==> src/verilog/csr_map_pkg.sv <==
// CSR map package with address and access-function encodings and the write port
package csr_map_pkg;

    // Implemented CSR addresses, bits 9:8 give the lowest level allowed
    typedef enum logic [11:0] {
        CSR_SSTATUS   = 12'h100,     // Shares mstatus
        CSR_SIE       = 12'h104,     // Shares mie
        CSR_STVEC     = 12'h105,
        CSR_SSCRATCH  = 12'h140,
        CSR_SEPC      = 12'h141,
        CSR_SCAUSE    = 12'h142,
        CSR_STVAL     = 12'h143,
        CSR_SIP       = 12'h144,     // Shares mip
        CSR_MSTATUS   = 12'h300,
        CSR_MISA      = 12'h301,
        CSR_MEDELEG   = 12'h302,
        CSR_MIDELEG   = 12'h303,
        CSR_MIE       = 12'h304,
        CSR_MTVEC     = 12'h305,
        CSR_MSCRATCH  = 12'h340,
        CSR_MEPC      = 12'h341,
        CSR_MCAUSE    = 12'h342,
        CSR_MTVAL     = 12'h343,
        CSR_MIP       = 12'h344,
        CSR_MCYCLE    = 12'hb00,
        CSR_MINSTRET  = 12'hb02,
        CSR_CYCLE     = 12'hc00,     // User shadow of mcycle
        CSR_INSTRET   = 12'hc02,     // User shadow of minstret
        CSR_MVENDORID = 12'hf11,
        CSR_MARCHID   = 12'hf12,
        CSR_MIMPID    = 12'hf13,
        CSR_MHARTID   = 12'hf14
    } csr_addr_e;

    // Low two bits of funct3
    typedef enum logic [1:0] {
        FUNC_READ  = 2'b00,          // Read only, no write
        FUNC_WRITE = 2'b01,          // CSRRW
        FUNC_SET   = 2'b10,          // CSRRS
        FUNC_CLEAR = 2'b11           // CSRRC
    } csr_func_e;

    // One committed CSR write
    typedef struct packed {
        logic        valid;
        csr_addr_e   addr;
        logic [63:0] data;           // Final value after set or clear
    } csr_wr_t;

endpackage

==> src/verilog/priv_pkg.sv <==
// Privilege package with levels, mstatus fields and trap, return and interrupt records
package priv_pkg;

    typedef enum logic [1:0] {
        PRIV_U = 2'd0,
        PRIV_S = 2'd1,
        PRIV_M = 2'd3                // Level 2 is reserved
    } priv_e;

    // mstatus bit positions
    localparam int ST_SIE  = 1;
    localparam int ST_MIE  = 3;
    localparam int ST_SPIE = 5;
    localparam int ST_MPIE = 7;
    localparam int ST_SPP  = 8;
    localparam int ST_MPP  = 11;     // Low bit of the 12:11 field
    localparam int ST_UXL  = 32;     // Low bit of 33:32
    localparam int ST_SXL  = 34;     // Low bit of 35:34

    localparam logic [1:0] XL_64 = 2'd2;   // 64-bit XLEN for S and U

    typedef struct packed {
        logic        valid;
        logic [63:0] epc;
        logic [63:0] tval;
        logic [63:0] cause;          // Bit 63 marks an interrupt
    } trap_t;

    typedef struct packed {
        logic  valid;
        priv_e level;                // M for MRET, S for SRET
    } ret_t;

    typedef struct packed {
        logic       valid;
        logic [5:0] code;            // Interrupt number
    } irq_t;

    // Trap register file as seen by readers
    typedef struct packed {
        logic [63:0] mstatus;
        logic [63:0] medeleg;
        logic [63:0] mideleg;
        logic [63:0] mtvec;
        logic [63:0] stvec;
        logic [63:0] mepc;
        logic [63:0] sepc;
        logic [63:0] mcause;
        logic [63:0] scause;
        logic [63:0] mtval;
        logic [63:0] stval;
        logic [63:0] mscratch;
        logic [63:0] sscratch;
    } trap_regs_t;

endpackage

==> src/verilog/csr_access.sv <==
// CSR access decoder: read mux, set and clear result, access exceptions and write port
`timescale 1ns/100ps

module csr_access #(
    parameter logic [63:0] HART_ID = 64'd0
) (
    input  logic                   clk,
    input  logic                   rst,
    input  logic                   rqst,      // Single-cycle access strobe
    input  csr_map_pkg::csr_func_e func,
    input  logic            [11:0] addr,
    input  logic            [63:0] wdat,
    input  priv_pkg::priv_e        level,     // Current privilege
    input  priv_pkg::trap_regs_t   regs,
    input  logic            [63:0] mcycle,
    input  logic            [63:0] minstret,
    input  logic            [63:0] mip,
    input  logic            [63:0] mie,
    output logic            [63:0] rdat,
    output logic                   eout,      // Access exception
    output logic                   flush,
    output csr_map_pkg::csr_wr_t   wr
);
    import csr_map_pkg::*;

    // RV64 with A, C, I, M, S and U
    localparam logic [63:0] MISA = {2'd2, 36'd0, 26'h141105};

    logic        unimpl;                      // No CSR at addr
    logic        user_ctr;                    // cycle or instret
    logic [63:0] wres;                        // Value the access would write

    always_comb begin
        unimpl = 1'b0;
        case (addr)
            CSR_MSTATUS, CSR_SSTATUS: rdat = regs.mstatus;
            CSR_MISA:                 rdat = MISA;
            CSR_MEDELEG:              rdat = regs.medeleg;
            CSR_MIDELEG:              rdat = regs.mideleg;
            CSR_MIE, CSR_SIE:         rdat = mie;
            CSR_MIP, CSR_SIP:         rdat = mip;
            CSR_MTVEC:                rdat = regs.mtvec;
            CSR_STVEC:                rdat = regs.stvec;
            CSR_MSCRATCH:             rdat = regs.mscratch;
            CSR_SSCRATCH:             rdat = regs.sscratch;
            CSR_MEPC:                 rdat = regs.mepc;
            CSR_SEPC:                 rdat = regs.sepc;
            CSR_MCAUSE:               rdat = regs.mcause;
            CSR_SCAUSE:               rdat = regs.scause;
            CSR_MTVAL:                rdat = regs.mtval;
            CSR_STVAL:                rdat = regs.stval;
            CSR_MCYCLE, CSR_CYCLE:    rdat = mcycle;
            CSR_MINSTRET, CSR_INSTRET: rdat = minstret;
            CSR_MVENDORID, CSR_MARCHID, CSR_MIMPID: rdat = 64'd0;  // Not reported
            CSR_MHARTID:              rdat = HART_ID;
            default: begin
                rdat   = 64'd0;
                unimpl = 1'b1;
            end
        endcase
    end

    always_comb begin
        case (func)
            FUNC_WRITE: wres = wdat;
            FUNC_SET:   wres = rdat | wdat;
            FUNC_CLEAR: wres = rdat & ~wdat;
            default:    wres = rdat;          // Read leaves value as is
        endcase
    end

    always_comb user_ctr = addr == CSR_CYCLE || addr == CSR_INSTRET;

    always_comb eout = rqst & (unimpl |
                               (addr[9:8] > level) |            // Privilege too low
                               (user_ctr & (wres != rdat)));    // User counters are read only

    always_comb begin
        wr.valid = rqst & ~eout;
        wr.addr  = csr_addr_e'(addr);
        wr.data  = wres;
    end

    // Status and vector changes redirect the pipeline
    always_comb flush = wr.valid &
                        (addr inside {CSR_MSTATUS, CSR_SSTATUS, CSR_MTVEC, CSR_STVEC});

endmodule

==> src/verilog/csr_trap.sv <==
// Trap state holder: privilege level, mstatus, delegation, vectors and trap records
`timescale 1ns/100ps

module csr_trap (
    input  logic                 clk,
    input  logic                 rst,
    input  csr_map_pkg::csr_wr_t wr,
    input  priv_pkg::trap_t      trap,
    input  priv_pkg::ret_t       ret,
    output priv_pkg::priv_e      level,
    output logic                 deleg,       // Pending trap goes to S
    output priv_pkg::trap_regs_t regs
);
    import csr_map_pkg::*;
    import priv_pkg::*;

    localparam logic [63:0] STATUS_WMASK = (64'd1 << ST_SIE) | (64'd1 << ST_MIE) |
                                           (64'd1 << ST_SPIE) | (64'd1 << ST_MPIE) |
                                           (64'd1 << ST_SPP) | (64'd3 << ST_MPP);
    localparam logic [63:0] STATUS_FIXED = (64'(XL_64) << ST_SXL) | (64'(XL_64) << ST_UXL);
    localparam logic [63:0] STATUS_RESET = STATUS_FIXED | (64'(PRIV_M) << ST_MPP);

    logic [63:0] status_wr;                   // Legal mstatus write value
    logic        xfer;                        // Trap or return this cycle

    // Only M can delegate, and only traps taken from below M
    always_comb begin
        if (trap.cause[63])
            deleg = (level != PRIV_M) & regs.mideleg[trap.cause[5:0]];
        else
            deleg = (level != PRIV_M) & regs.medeleg[trap.cause[5:0]];
    end

    always_comb status_wr = (wr.data & STATUS_WMASK) | STATUS_FIXED;   // SD stays zero
    always_comb xfer = trap.valid | (ret.valid & (ret.level != PRIV_U));

    always_ff @(posedge clk) begin
        if (rst) begin
            level         <= PRIV_M;
            regs          <= '0;
            regs.mstatus  <= STATUS_RESET;
        end else begin
            // CSR writes first so that traps and returns override them
            if (wr.valid) begin
                case (wr.addr)
                    CSR_MSTATUS, CSR_SSTATUS: if (!xfer) regs.mstatus <= status_wr;
                    CSR_MEDELEG:  regs.medeleg  <= wr.data & ~(64'd1 << 11);  // No M ecall
                    CSR_MIDELEG:  regs.mideleg  <= wr.data;
                    CSR_MTVEC:    regs.mtvec    <= wr.data & ~64'd3;        // Direct mode only
                    CSR_STVEC:    regs.stvec    <= wr.data & ~64'd3;
                    CSR_MSCRATCH: regs.mscratch <= wr.data;
                    CSR_SSCRATCH: regs.sscratch <= wr.data;
                    CSR_MEPC:     regs.mepc     <= wr.data;
                    CSR_SEPC:     regs.sepc     <= wr.data;
                    CSR_MCAUSE:   regs.mcause   <= wr.data;
                    CSR_SCAUSE:   regs.scause   <= wr.data;
                    CSR_MTVAL:    regs.mtval    <= wr.data;
                    CSR_STVAL:    regs.stval    <= wr.data;
                    default: ;                // Held elsewhere
                endcase
            end
            if (trap.valid) begin
                if (deleg) begin
                    level                  <= PRIV_S;
                    regs.sepc              <= trap.epc;
                    regs.stval             <= trap.tval;
                    regs.scause            <= trap.cause;
                    regs.mstatus[ST_SPP]   <= level[0];                  // Came from S or U
                    regs.mstatus[ST_SPIE]  <= regs.mstatus[ST_SIE];
                    regs.mstatus[ST_SIE]   <= 1'b0;
                end else begin
                    level                  <= PRIV_M;
                    regs.mepc              <= trap.epc;
                    regs.mtval             <= trap.tval;
                    regs.mcause            <= trap.cause;
                    regs.mstatus[ST_MPP +: 2] <= level;
                    regs.mstatus[ST_MPIE]  <= regs.mstatus[ST_MIE];
                    regs.mstatus[ST_MIE]   <= 1'b0;
                end
            end else if (ret.valid) begin
                if (ret.level == PRIV_M) begin                           // MRET
                    level                  <= priv_e'(regs.mstatus[ST_MPP +: 2]);
                    regs.mstatus[ST_MPP +: 2] <= PRIV_U;
                    regs.mstatus[ST_MIE]   <= regs.mstatus[ST_MPIE];
                    regs.mstatus[ST_MPIE]  <= 1'b1;
                end else if (ret.level == PRIV_S) begin                  // SRET
                    level                  <= priv_e'({1'b0, regs.mstatus[ST_SPP]});
                    regs.mstatus[ST_SPP]   <= 1'b0;
                    regs.mstatus[ST_SIE]   <= regs.mstatus[ST_SPIE];
                    regs.mstatus[ST_SPIE]  <= 1'b1;
                end
            end
        end
    end

endmodule

==> src/verilog/csr_counters.sv <==
// Machine cycle and retired-instruction counters with CSR write override
`timescale 1ns/100ps

module csr_counters (
    input  logic                 clk,
    input  logic                 rst,
    input  csr_map_pkg::csr_wr_t wr,
    input  logic                 retire,      // One instruction retired
    output logic          [63:0] mcycle,
    output logic          [63:0] minstret
);
    import csr_map_pkg::*;

    always_ff @(posedge clk) begin
        if (rst)
            mcycle <= 64'd0;
        else if (wr.valid && wr.addr == CSR_MCYCLE)
            mcycle <= wr.data;                // Write skips the increment
        else
            mcycle <= mcycle + 64'd1;
    end

    always_ff @(posedge clk) begin
        if (rst)
            minstret <= 64'd0;
        else if (wr.valid && wr.addr == CSR_MINSTRET)
            minstret <= wr.data;
        else if (retire)
            minstret <= minstret + 64'd1;
    end

endmodule

==> src/verilog/csr_interrupts.sv <==
// Interrupt pending and enable registers with local and global interrupt selection
`timescale 1ns/100ps

module csr_interrupts (
    input  logic                 clk,
    input  logic                 rst,
    input  csr_map_pkg::csr_wr_t wr,
    input  logic          [63:0] ext_ip,      // Lines from the platform
    input  priv_pkg::priv_e      level,
    input  logic                 mstatus_mie,
    input  logic                 mstatus_sie,
    input  logic          [63:0] mideleg,
    output logic          [63:0] mip,
    output logic          [63:0] mie,
    output logic                 intl,        // Any local pending and enabled
    output priv_pkg::irq_t       irq          // Interrupt to take now
);
    import csr_map_pkg::*;
    import priv_pkg::*;

    logic [63:0] mip_base;                    // Software-writable pending bits

    always_ff @(posedge clk) begin
        if (rst) begin
            mip_base <= 64'd0;
            mie      <= 64'd0;
        end else if (wr.valid) begin
            if (wr.addr == CSR_MIP || wr.addr == CSR_SIP) mip_base <= wr.data;
            if (wr.addr == CSR_MIE || wr.addr == CSR_SIE) mie      <= wr.data;
        end
    end

    // MEIP, SEIP, MTIP and STIP come from outside
    always_comb mip = (ext_ip & 64'h0aa0) | (mip_base & 64'h0113);

    // Later indices overwrite, so the highest enabled bit wins
    always_comb begin
        intl = 1'b0;
        irq  = '0;
        for (int i = 0; i < 12; i++) begin
            if (mip[i] & mie[i]) begin
                intl = 1'b1;
                if (!mideleg[i] && (level != PRIV_M || mstatus_mie) ||
                    mideleg[i] && (level == PRIV_U || level == PRIV_S && mstatus_sie)) begin
                    irq.valid = 1'b1;
                    irq.code  = 6'(i);
                end
            end
        end
    end

endmodule

==> src/verilog/csr_top.sv <==
// CSR block top level for a 64-bit hart, joining access, trap, counter and interrupt logic
`timescale 1ns/100ps

module csr_top #(
    parameter logic [63:0] HART_ID = 64'd0
) (
    input  logic                   clk,
    input  logic                   rst,
    input  logic                   rqst,
    input  csr_map_pkg::csr_func_e func,
    input  logic            [11:0] addr,
    input  logic            [63:0] wdat,
    input  priv_pkg::trap_t        trap,      // Exception or interrupt taken
    input  priv_pkg::ret_t         ret,       // MRET or SRET
    input  logic                   retire,
    input  logic            [63:0] ext_ip,
    output logic            [63:0] rdat,
    output logic                   eout,
    output logic                   flush,
    output logic                   intl,
    output priv_pkg::irq_t         irq,
    output logic            [63:0] status,    // mstatus
    output logic            [63:0] tvec,      // Vector of the pending trap target
    output logic            [63:0] mepc,
    output logic            [63:0] sepc
);
    import csr_map_pkg::*;
    import priv_pkg::*;

    csr_wr_t     wr;                          // Committed write to all holders
    trap_regs_t  regs;
    priv_e       level;
    logic        deleg;
    logic [63:0] mcycle, minstret, mip, mie;

    csr_access #(.HART_ID(HART_ID)) csr_access_i (
        .clk(clk), .rst(rst), .rqst(rqst), .func(func), .addr(addr), .wdat(wdat),
        .level(level), .regs(regs), .mcycle(mcycle), .minstret(minstret),
        .mip(mip), .mie(mie), .rdat(rdat), .eout(eout), .flush(flush), .wr(wr)
    );

    csr_trap csr_trap_i (
        .clk(clk), .rst(rst), .wr(wr), .trap(trap), .ret(ret),
        .level(level), .deleg(deleg), .regs(regs)
    );

    csr_counters csr_counters_i (
        .clk(clk), .rst(rst), .wr(wr), .retire(retire),
        .mcycle(mcycle), .minstret(minstret)
    );

    csr_interrupts csr_interrupts_i (
        .clk(clk), .rst(rst), .wr(wr), .ext_ip(ext_ip), .level(level),
        .mstatus_mie(regs.mstatus[ST_MIE]), .mstatus_sie(regs.mstatus[ST_SIE]),
        .mideleg(regs.mideleg), .mip(mip), .mie(mie), .intl(intl), .irq(irq)
    );

    always_comb status = regs.mstatus;
    always_comb tvec   = deleg ? regs.stvec : regs.mtvec;   // Follows delegation of trap input
    always_comb mepc   = regs.mepc;
    always_comb sepc   = regs.sepc;

endmodule

==> config.mk <==
export PLATFORM = sky130hd
export DESIGN_NAME = csr_top
export DESIGN_NICKNAME = d
export VERILOG_FILES = /design/src/verilog/csr_map_pkg.sv /design/src/verilog/priv_pkg.sv /design/src/verilog/csr_access.sv /design/src/verilog/csr_trap.sv /design/src/verilog/csr_counters.sv /design/src/verilog/csr_interrupts.sv /design/src/verilog/csr_top.sv
export SDC_FILE = /design/constraint.sdc
export NUM_CORES = 2
export LEC_CHECK = 0
export ABC_AREA = 1
export BUFFER_PORTS_ARGS = -buffer_cell sky130_fd_sc_hd__buf_2
export CAP_MARGIN = 40
export CORE_MARGIN = 2
export CORE_UTILIZATION = 50
export DETAILED_ROUTE_END_ITERATION = 10
export PLACE_DENSITY = 0.73
export SYNTH_ARGS = -nofsm -noshare
export SYNTH_HDL_FRONTEND = slang
export SYNTH_SLANG_ARGS = --single-unit
==> constraint.sdc <==
create_clock -name clk -period 10.4 [get_ports clk]
set_input_delay 1.56 -clock clk [delete_from_list [all_inputs] [get_ports clk]]
set_output_delay 1.56 -clock clk [all_outputs]
set_load 0.005 [all_outputs]
# ---- Word-level counts from Yosys, hierarchy flattened
# Cells that the tools add are included.
dict set report classes {
  mux 100
  reduce_logical 77
  n_addsub 2
  bitwise_logic 27
  order_cmp 2
  eq_ne 35
}
# cell n
set op_table {}
lappend op_table {{64-bit two-way mux} 22}
lappend op_table {{64-bit case mux with 18 select lines} 1}
lappend op_table {{781-bit two-way mux} 1}
lappend op_table {{384-bit two-way mux} 1}
lappend op_table {{64-bit case mux with 3 select lines} 1}
lappend op_table {{7-bit two-way mux} 24}
lappend op_table {{12-bit by 10-bit equality test with 1-bit output, second input constant} 11}
lappend op_table {{64-bit by 1-bit adder with 64-bit output, second input constant} 2}
lappend op_table {{12-bit equality test, second input constant} 8}
lappend op_table {{12-bit by 9-bit equality test with 1-bit output, second input constant} 8}
lappend op_table {{64-bit AND} 1}
lappend op_table {{64-bit != test} 1}
lappend op_table {{64-bit NOT} 1}
lappend op_table {{64-bit bitwise OR} 1}
lappend op_table {{1-bit two-way mux} 35}
lappend op_table {{1-bit logical AND} 27}
lappend op_table {{27-bit OR reduction} 1}
lappend op_table {{13-bit two-way mux} 2}
lappend op_table {{2-bit two-way mux} 11}
lappend op_table {{1-bit AND} 19}
lappend op_table {{2-bit AND reduction} 9}
lappend op_table {{1-bit logical OR} 17}
lappend op_table {{1-bit binary-select mux with 6-bit select} 2}
lappend op_table {{1-bit logical NOT} 12}
lappend op_table {{13 further kinds} 25}
dict set report word_totals {
  word_cells 261
  out_inout_bits 330
  inputBits 342
  ff_bits 973
}

# ---- Depth between registers and ports, before layout
dict set report depth {
  ltp_word 29
  depth_mapped 29
  mapped_depth_nobuf 26
}

# ---- Cells and area by module
# From an unflattened synthesis, not the netlist that was laid out.
dict set report hier_totals {
  hier_cells 10328
  area_unflattened_um2 60585.6
}
# module cells_per_inst area_per_inst_um2 seq_area_each_um2 instances
set modules_own_cells {}
lappend modules_own_cells {csr_trap 4980 33686.1 15454.8 1}
lappend modules_own_cells {csr_access 3026 13173.9 0.0 1}
lappend modules_own_cells {csr_counters 1663 9668.0 2562.5 1}
lappend modules_own_cells {csr_interrupts 453 3213.1 1361.3 1}
lappend modules_own_cells {csr_top 206 844.6 0.0 1}

# ---- Worst setup path before layout
# OpenSTA, ideal clock, no wires.
dict set report synth_timing {
  kind {input port to output port}
  startpoint {in addr[7]}
  endpoint {out flush}
  cell_stages 22
  arrival_ns 4.079
  n_path_buf 3
  slack_ns 4.761
  t_required_ns 8.840
  path_cell_list {nor2_1 > nand2_2 > nor2_4 > nand2_2 > nand2_2 > buf_2 > nand2_1 > nand3_1 > nor2_1 > nand2_1 > nand2_1 > nand2_1 > nand2_1 > nor2_1 > nand2_1 > nor2_1 > nand2_1 > o21ai_2 > nand3_4 > buf_6 > clkbuf_1 > a31oi_1}
}
dict set report synth_between {
  elab_chain_cells 12
  elab_cells_between_ends 48
  classes_between {28 x eq/ne; 3 x mux; 9 x bitwise; 8 x reduce/logical}
}
# item line_no
set synth_lines {}
lappend synth_lines {{start: declaration} csr_top.sv:11} ;# input logic [11:0] addr,
lappend synth_lines {{12-bit equality test (tied with other cells)} csr_access.sv:35} ;# case (addr)
lappend synth_lines {{2-bit OR reduction} csr_access.sv:35}
lappend synth_lines {{64-bit case mux with 18 select lines (*)} csr_access.sv:35}
lappend synth_lines {{via rdat[51]} csr_top.sv:17} ;# output logic [63:0] rdat,
lappend synth_lines {{64-bit AND or 64-bit bitwise OR (tied branches)} {csr_access.sv:67, csr_access.sv:66}}
lappend synth_lines {{64-bit case mux with 3 select lines} csr_access.sv:64} ;# case (func)
lappend synth_lines {{64-bit != test (*)} csr_access.sv:76} ;# (user_ctr & (wres != rdat)));
lappend synth_lines {{1-bit AND (*)} csr_access.sv:76}
lappend synth_lines {{1-bit bitwise OR (*)} csr_access.sv:75} ;# (addr[9:8] > level) |
lappend synth_lines {{1-bit AND (*)} csr_access.sv:74} ;# always_comb eout = rqst & (unimpl |
lappend synth_lines {{1-bit NOT (*)} csr_access.sv:79} ;# wr.valid = rqst & ~eout;
lappend synth_lines {{1-bit AND (*)} csr_access.sv:79}
lappend synth_lines {{1-bit AND (*)} csr_access.sv:85} ;# always_comb flush = wr.valid &
lappend synth_lines {{end: declaration} csr_top.sv:19} ;# output logic flush,
# Mark *: on every way through the listed nets, which the timed path passes. The rest lies on a longest branch.

# ---- Worst setup path after layout
dict set report layout_timing {
  startpoint {in addr[3]}
  endpoint {out flush}
}
dict set report layout_between {
  elab_chain_cells 12
  elab_cells_between_ends 48
  classes_between {28 x eq/ne; 3 x mux; 9 x bitwise; 8 x reduce/logical}
}
# item line_no
set layout_lines {}
lappend layout_lines {{12-bit equality test (tied with other cells)} csr_access.sv:35}
lappend layout_lines {{2-bit OR reduction} csr_access.sv:35}
lappend layout_lines {{64-bit case mux with 18 select lines} csr_access.sv:35}
lappend layout_lines {{64-bit AND or 64-bit bitwise OR (tied branches)} {csr_access.sv:67, csr_access.sv:66}}
lappend layout_lines {{64-bit case mux with 3 select lines} csr_access.sv:64}
lappend layout_lines {{64-bit != test} csr_access.sv:76}
lappend layout_lines {{1-bit AND} csr_access.sv:76}
lappend layout_lines {{1-bit bitwise OR} csr_access.sv:75}
lappend layout_lines {{1-bit AND} csr_access.sv:74}
lappend layout_lines {{1-bit NOT} csr_access.sv:79}
lappend layout_lines {{1-bit AND} csr_access.sv:79}
lappend layout_lines {{1-bit AND (*)} csr_access.sv:85}
# Every way passes the cells marked *; elsewhere a longest branch is shown, timed or not.

==> results.py <==
metrics = {
    "clock_tree": {
        "cts_resized": 0,
        "cts.reportedPaths.clkPinSlew_ns": 0.06,
        "post-cts-setup-buffers": 0,
        "clockRootBuffer": "clkbuf_16",
        "insertion_delay_ns": 0.73,
        "clock_sinks": 968,
        "numCtsBuffers": 110,
        "hold_buffers": 0,
        "htreeDepth": 3,
        "tritoncts": "yes",
        "clockBufferDepth": 3,
    },
    "finish": {
        "layout.nets": 9970,
        "final_cells": 11260,
        "mostFrequentLayoutCell": "nand2_1",
        "final_cell_mix": "nand2_1, inv_1, dfxtp_1, nand3_1, o21ai_0",
        "drive_gt1_share_pct": 9.60,
        "nFillCells": 11548,
        "layout-area-overhead-vs-synth_pct": 11.0,
    },
    "timing": {
        "rsz0062_at_grt": "false",
        "finClkSkew_ns": 0.0404,
        "tns_ns": 0,
        "finalHoldViolCount": 0,
        "tightestPinTransition_ns": 1.25,
        "fmax_mhz": 116,
        "setup_viol": 0,
        "finalCritPeriodShare_pct": 82.9,
        "max_slew_margin_pct": 16.4,
        "slew_viol_final": 0,
        "fin_crit_ns": 8.62,
    },
    "detailed_routing": {
        "wl_mm": 268,
        "via_count": 64952,
        "via_per_inst": 5.77,
        "drc_errors": 0,
        "detail-route-antenna-nets": 0,
        "wire_per_inst_um": 23.8,
        "dr.pass1.iters": 6,
        "drt_iter0_drc": 8788,
    },
    "worst_setup_path": {
        "cpMostUsedCell": "nand2_1",
        "crit_type": "primary input to output pin",
        "crit_required_ns": 8.84,
        "slowest_stage": "a31oi_1",
        "critPathLaunchType": "primary input",
        "crit_arrival_ns": 7.06,
        "crit_chain": "buf_2 > inv_2 > nand2_1 > nor2_4 > nand2_2 > nor2_4 > buf_4 > nand2_1 > nand4_1 > nor2_1 > nand2_1 > nand2_1 > nand2_1 > nand2_1 > nor2_1 > nand2_1 > nor2_1 > nand2_1 > o21ai_2 > nand3_4 > buf_4 > a31oi_1 > buf_2",
        "end_kind": "output pin",
        "cp_slowest_stage_delay_ns": 0.75,
        "regToRegSetupSlack_ns": 5.36,
        "crit_path_max_fanout": 40,
        "r2r_cells": 17,
    },
    "placement": {
        "dp.cells": 11023,
        "io_buffers": 550,
        "hpwlAfterDp_mm": 192,
        "place_congestion": 1.04,
    },
    "hold_path": {
        "hold_path.class": "flip-flop to flip-flop",
        "holdPathStages": 2,
    },
    "synth": {
        "synth_seq_cells": 968,
        "yosys_warnings": 0,
        "yosysSeqAreaShare_pct": 33.7,
        "synthTopCellsByArea": "dfxtp_1, nand2_1, inv_1",
        "synth_cell_types": 46,
        "ys_async_sr_fraction_pct": 0,
        "syn_inst": 9534,
        "synth_top_cell_area_share_pct": 33.7,
        "syn_area_per_cell_um2": 6.04,
        "synthFlopType": "dfxtp_1",
        "synth.largest_area_cell": "dfxtp_1",
        "syn_area_um2": 57600,
        "synth_edf_count": 0,
    },
    "floorplan": {
        "core.rowCount": 124,
        "die_h_um": 343,
        "core_area_um2": 114000,
        "initial_core_util_pct": 50.4,
        "die_x_um": 343,
        "fp.dieArea_um2": 118000,
        "ios": 672,
    },
    "flow_run": {
        "cap_violations": 0,
    },
    "power": {
        "ir_worst_vdd_uv": 130,
        "p_leak_nw": 33.5,
        "p_per_area_nw_per_um2": 141,
    },
    "grt": {
        "grt_pass1_vias": 56353,
        "track_usage_pct": 43.9,
        "grt_pass1_wl_mm": 383,
        "grt_overflow": 0,
        "antenna_found_initial": 61,
        "grt_max_degree": 250,
    },
    "run_status": {
        "status": "finished, final reports clean",
    },
}
==> cell type report <==
type | instances | area, um2 | share of cell area [%]
multi-input cells | 6516 | 29300 | 45.9
flip-flops and latches | 968 | 19400 | 30.3
inverters | 1349 | 5080 | 7.94
repair buffers | 679 | 4330 | 6.78
clock buffers | 173 | 3360 | 5.26
well taps | 1512 | 1890 | 2.96
clock inverters | 33 | 447 | 0.699
diodes | 30 | 75.1 | 0.117
==> critical path: cells and delay by family <==
kind,cells,cell delay [ns]
AND/OR/NAND/NOR,16,2.98
buffers and inverters,5,1.37
AO/OA/AOI/OAI,2,0.99
==> metal layers <==
| metal | GRT usage, % | wire length [um] | vias up |
|---|---|---|---|
| met3 | 13.6 | 38500 | 777 |
| met1 | 57.4 | 101000 | 29929 |
| met5 | 0 | 498 | - |
| li1 | - | - | 29959 |
| met4 | 28.1 | 19900 | 56 |
| met2 | 62.3 | 108000 | 4231 |
==> final timing paths <==
check,from,endpoint
worst max-delay path,addr[3],flush
worst min-delay path,csr_trap_i.regs[64],csr_trap_i.regs[64]
worst max register to register,csr_trap_i.regs[498],csr_trap_i.regs[121]
worst min register to register,csr_trap_i.regs[64],csr_trap_i.regs[64]
==> metrics by stage <==
step	utilization [%]	setup slack, ns	cell area [um2]	hold slack (ns)	total power, mW
final	56.0	1.78	63900	0.494	8.99
after global routing	55.9	1.74	63900	0.527	9.21
after floorplan	-	4.76	57800	0.450	4.51
after CTS	55.9	2.24	63800	0.486	8.95
after detailed placement	52.6	2.25	60000	0.471	4.86
after global placement	52.1	2.26	59500	0.463	4.83
==> logic make-up (layout without fill, tap and decap cells) <==
family | after synthesis | count (layout) | synth area share, %
mux | 3 | 3 | 0.0522
compound gates | 1672 | 1672 | 15.0
other cells | 2 | 91 | 0.0130
fa+ha+maj | 4 | 4 | 0.0870
flops | 968 | 968 | 33.7
simple gates | 4663 | 4663 | 33.5
xor+xnor | 113 | 113 | 1.72
buf+inv | 2109 | 2234 | 16.0
==> Yosys cell counts, types with 3 or more instances <==
master and instances:
nand2_1 3112, inv_1 1331, dfxtp_1 968, nand3_1 867, o21ai_0 867, a21oi_1 563, nor2_1 436, clkbuf_1 312
buf_4 268, buf_2 147, o21ai_1 121, nand4_1 104, xor2_1 95, o211ai_1 67, nor3_1 56, nor4_1 34
o22ai_1 32, buf_1 22, nor2_4 18, xnor2_1 18, inv_2 15, buf_6 11, nor2_2 11, nand2_2 9
or2_2 6, ha_1 4, o2111ai_1 4, o221ai_1 4, a211oi_1 3, clkinv_1 3, mux2i_1 3, o311ai_0 3
==> state kept, by name, indices dropped and copies added, names as in the netlist <==
register / flops
csr_counters_i.minstret: 64
csr_interrupts_i.mip_base: 4
csr_trap_i.level: 2
csr_counters_i.mcycle: 64
csr_interrupts_i.mie: 64
csr_trap_i.regs: 770
==> where the power goes <==
part           internal, mW  switching [mW]
Clock                  2.46            1.71
Combinational         0.264           0.683
Sequential             3.81          0.0681
Power figures use the tool's default switching activity.
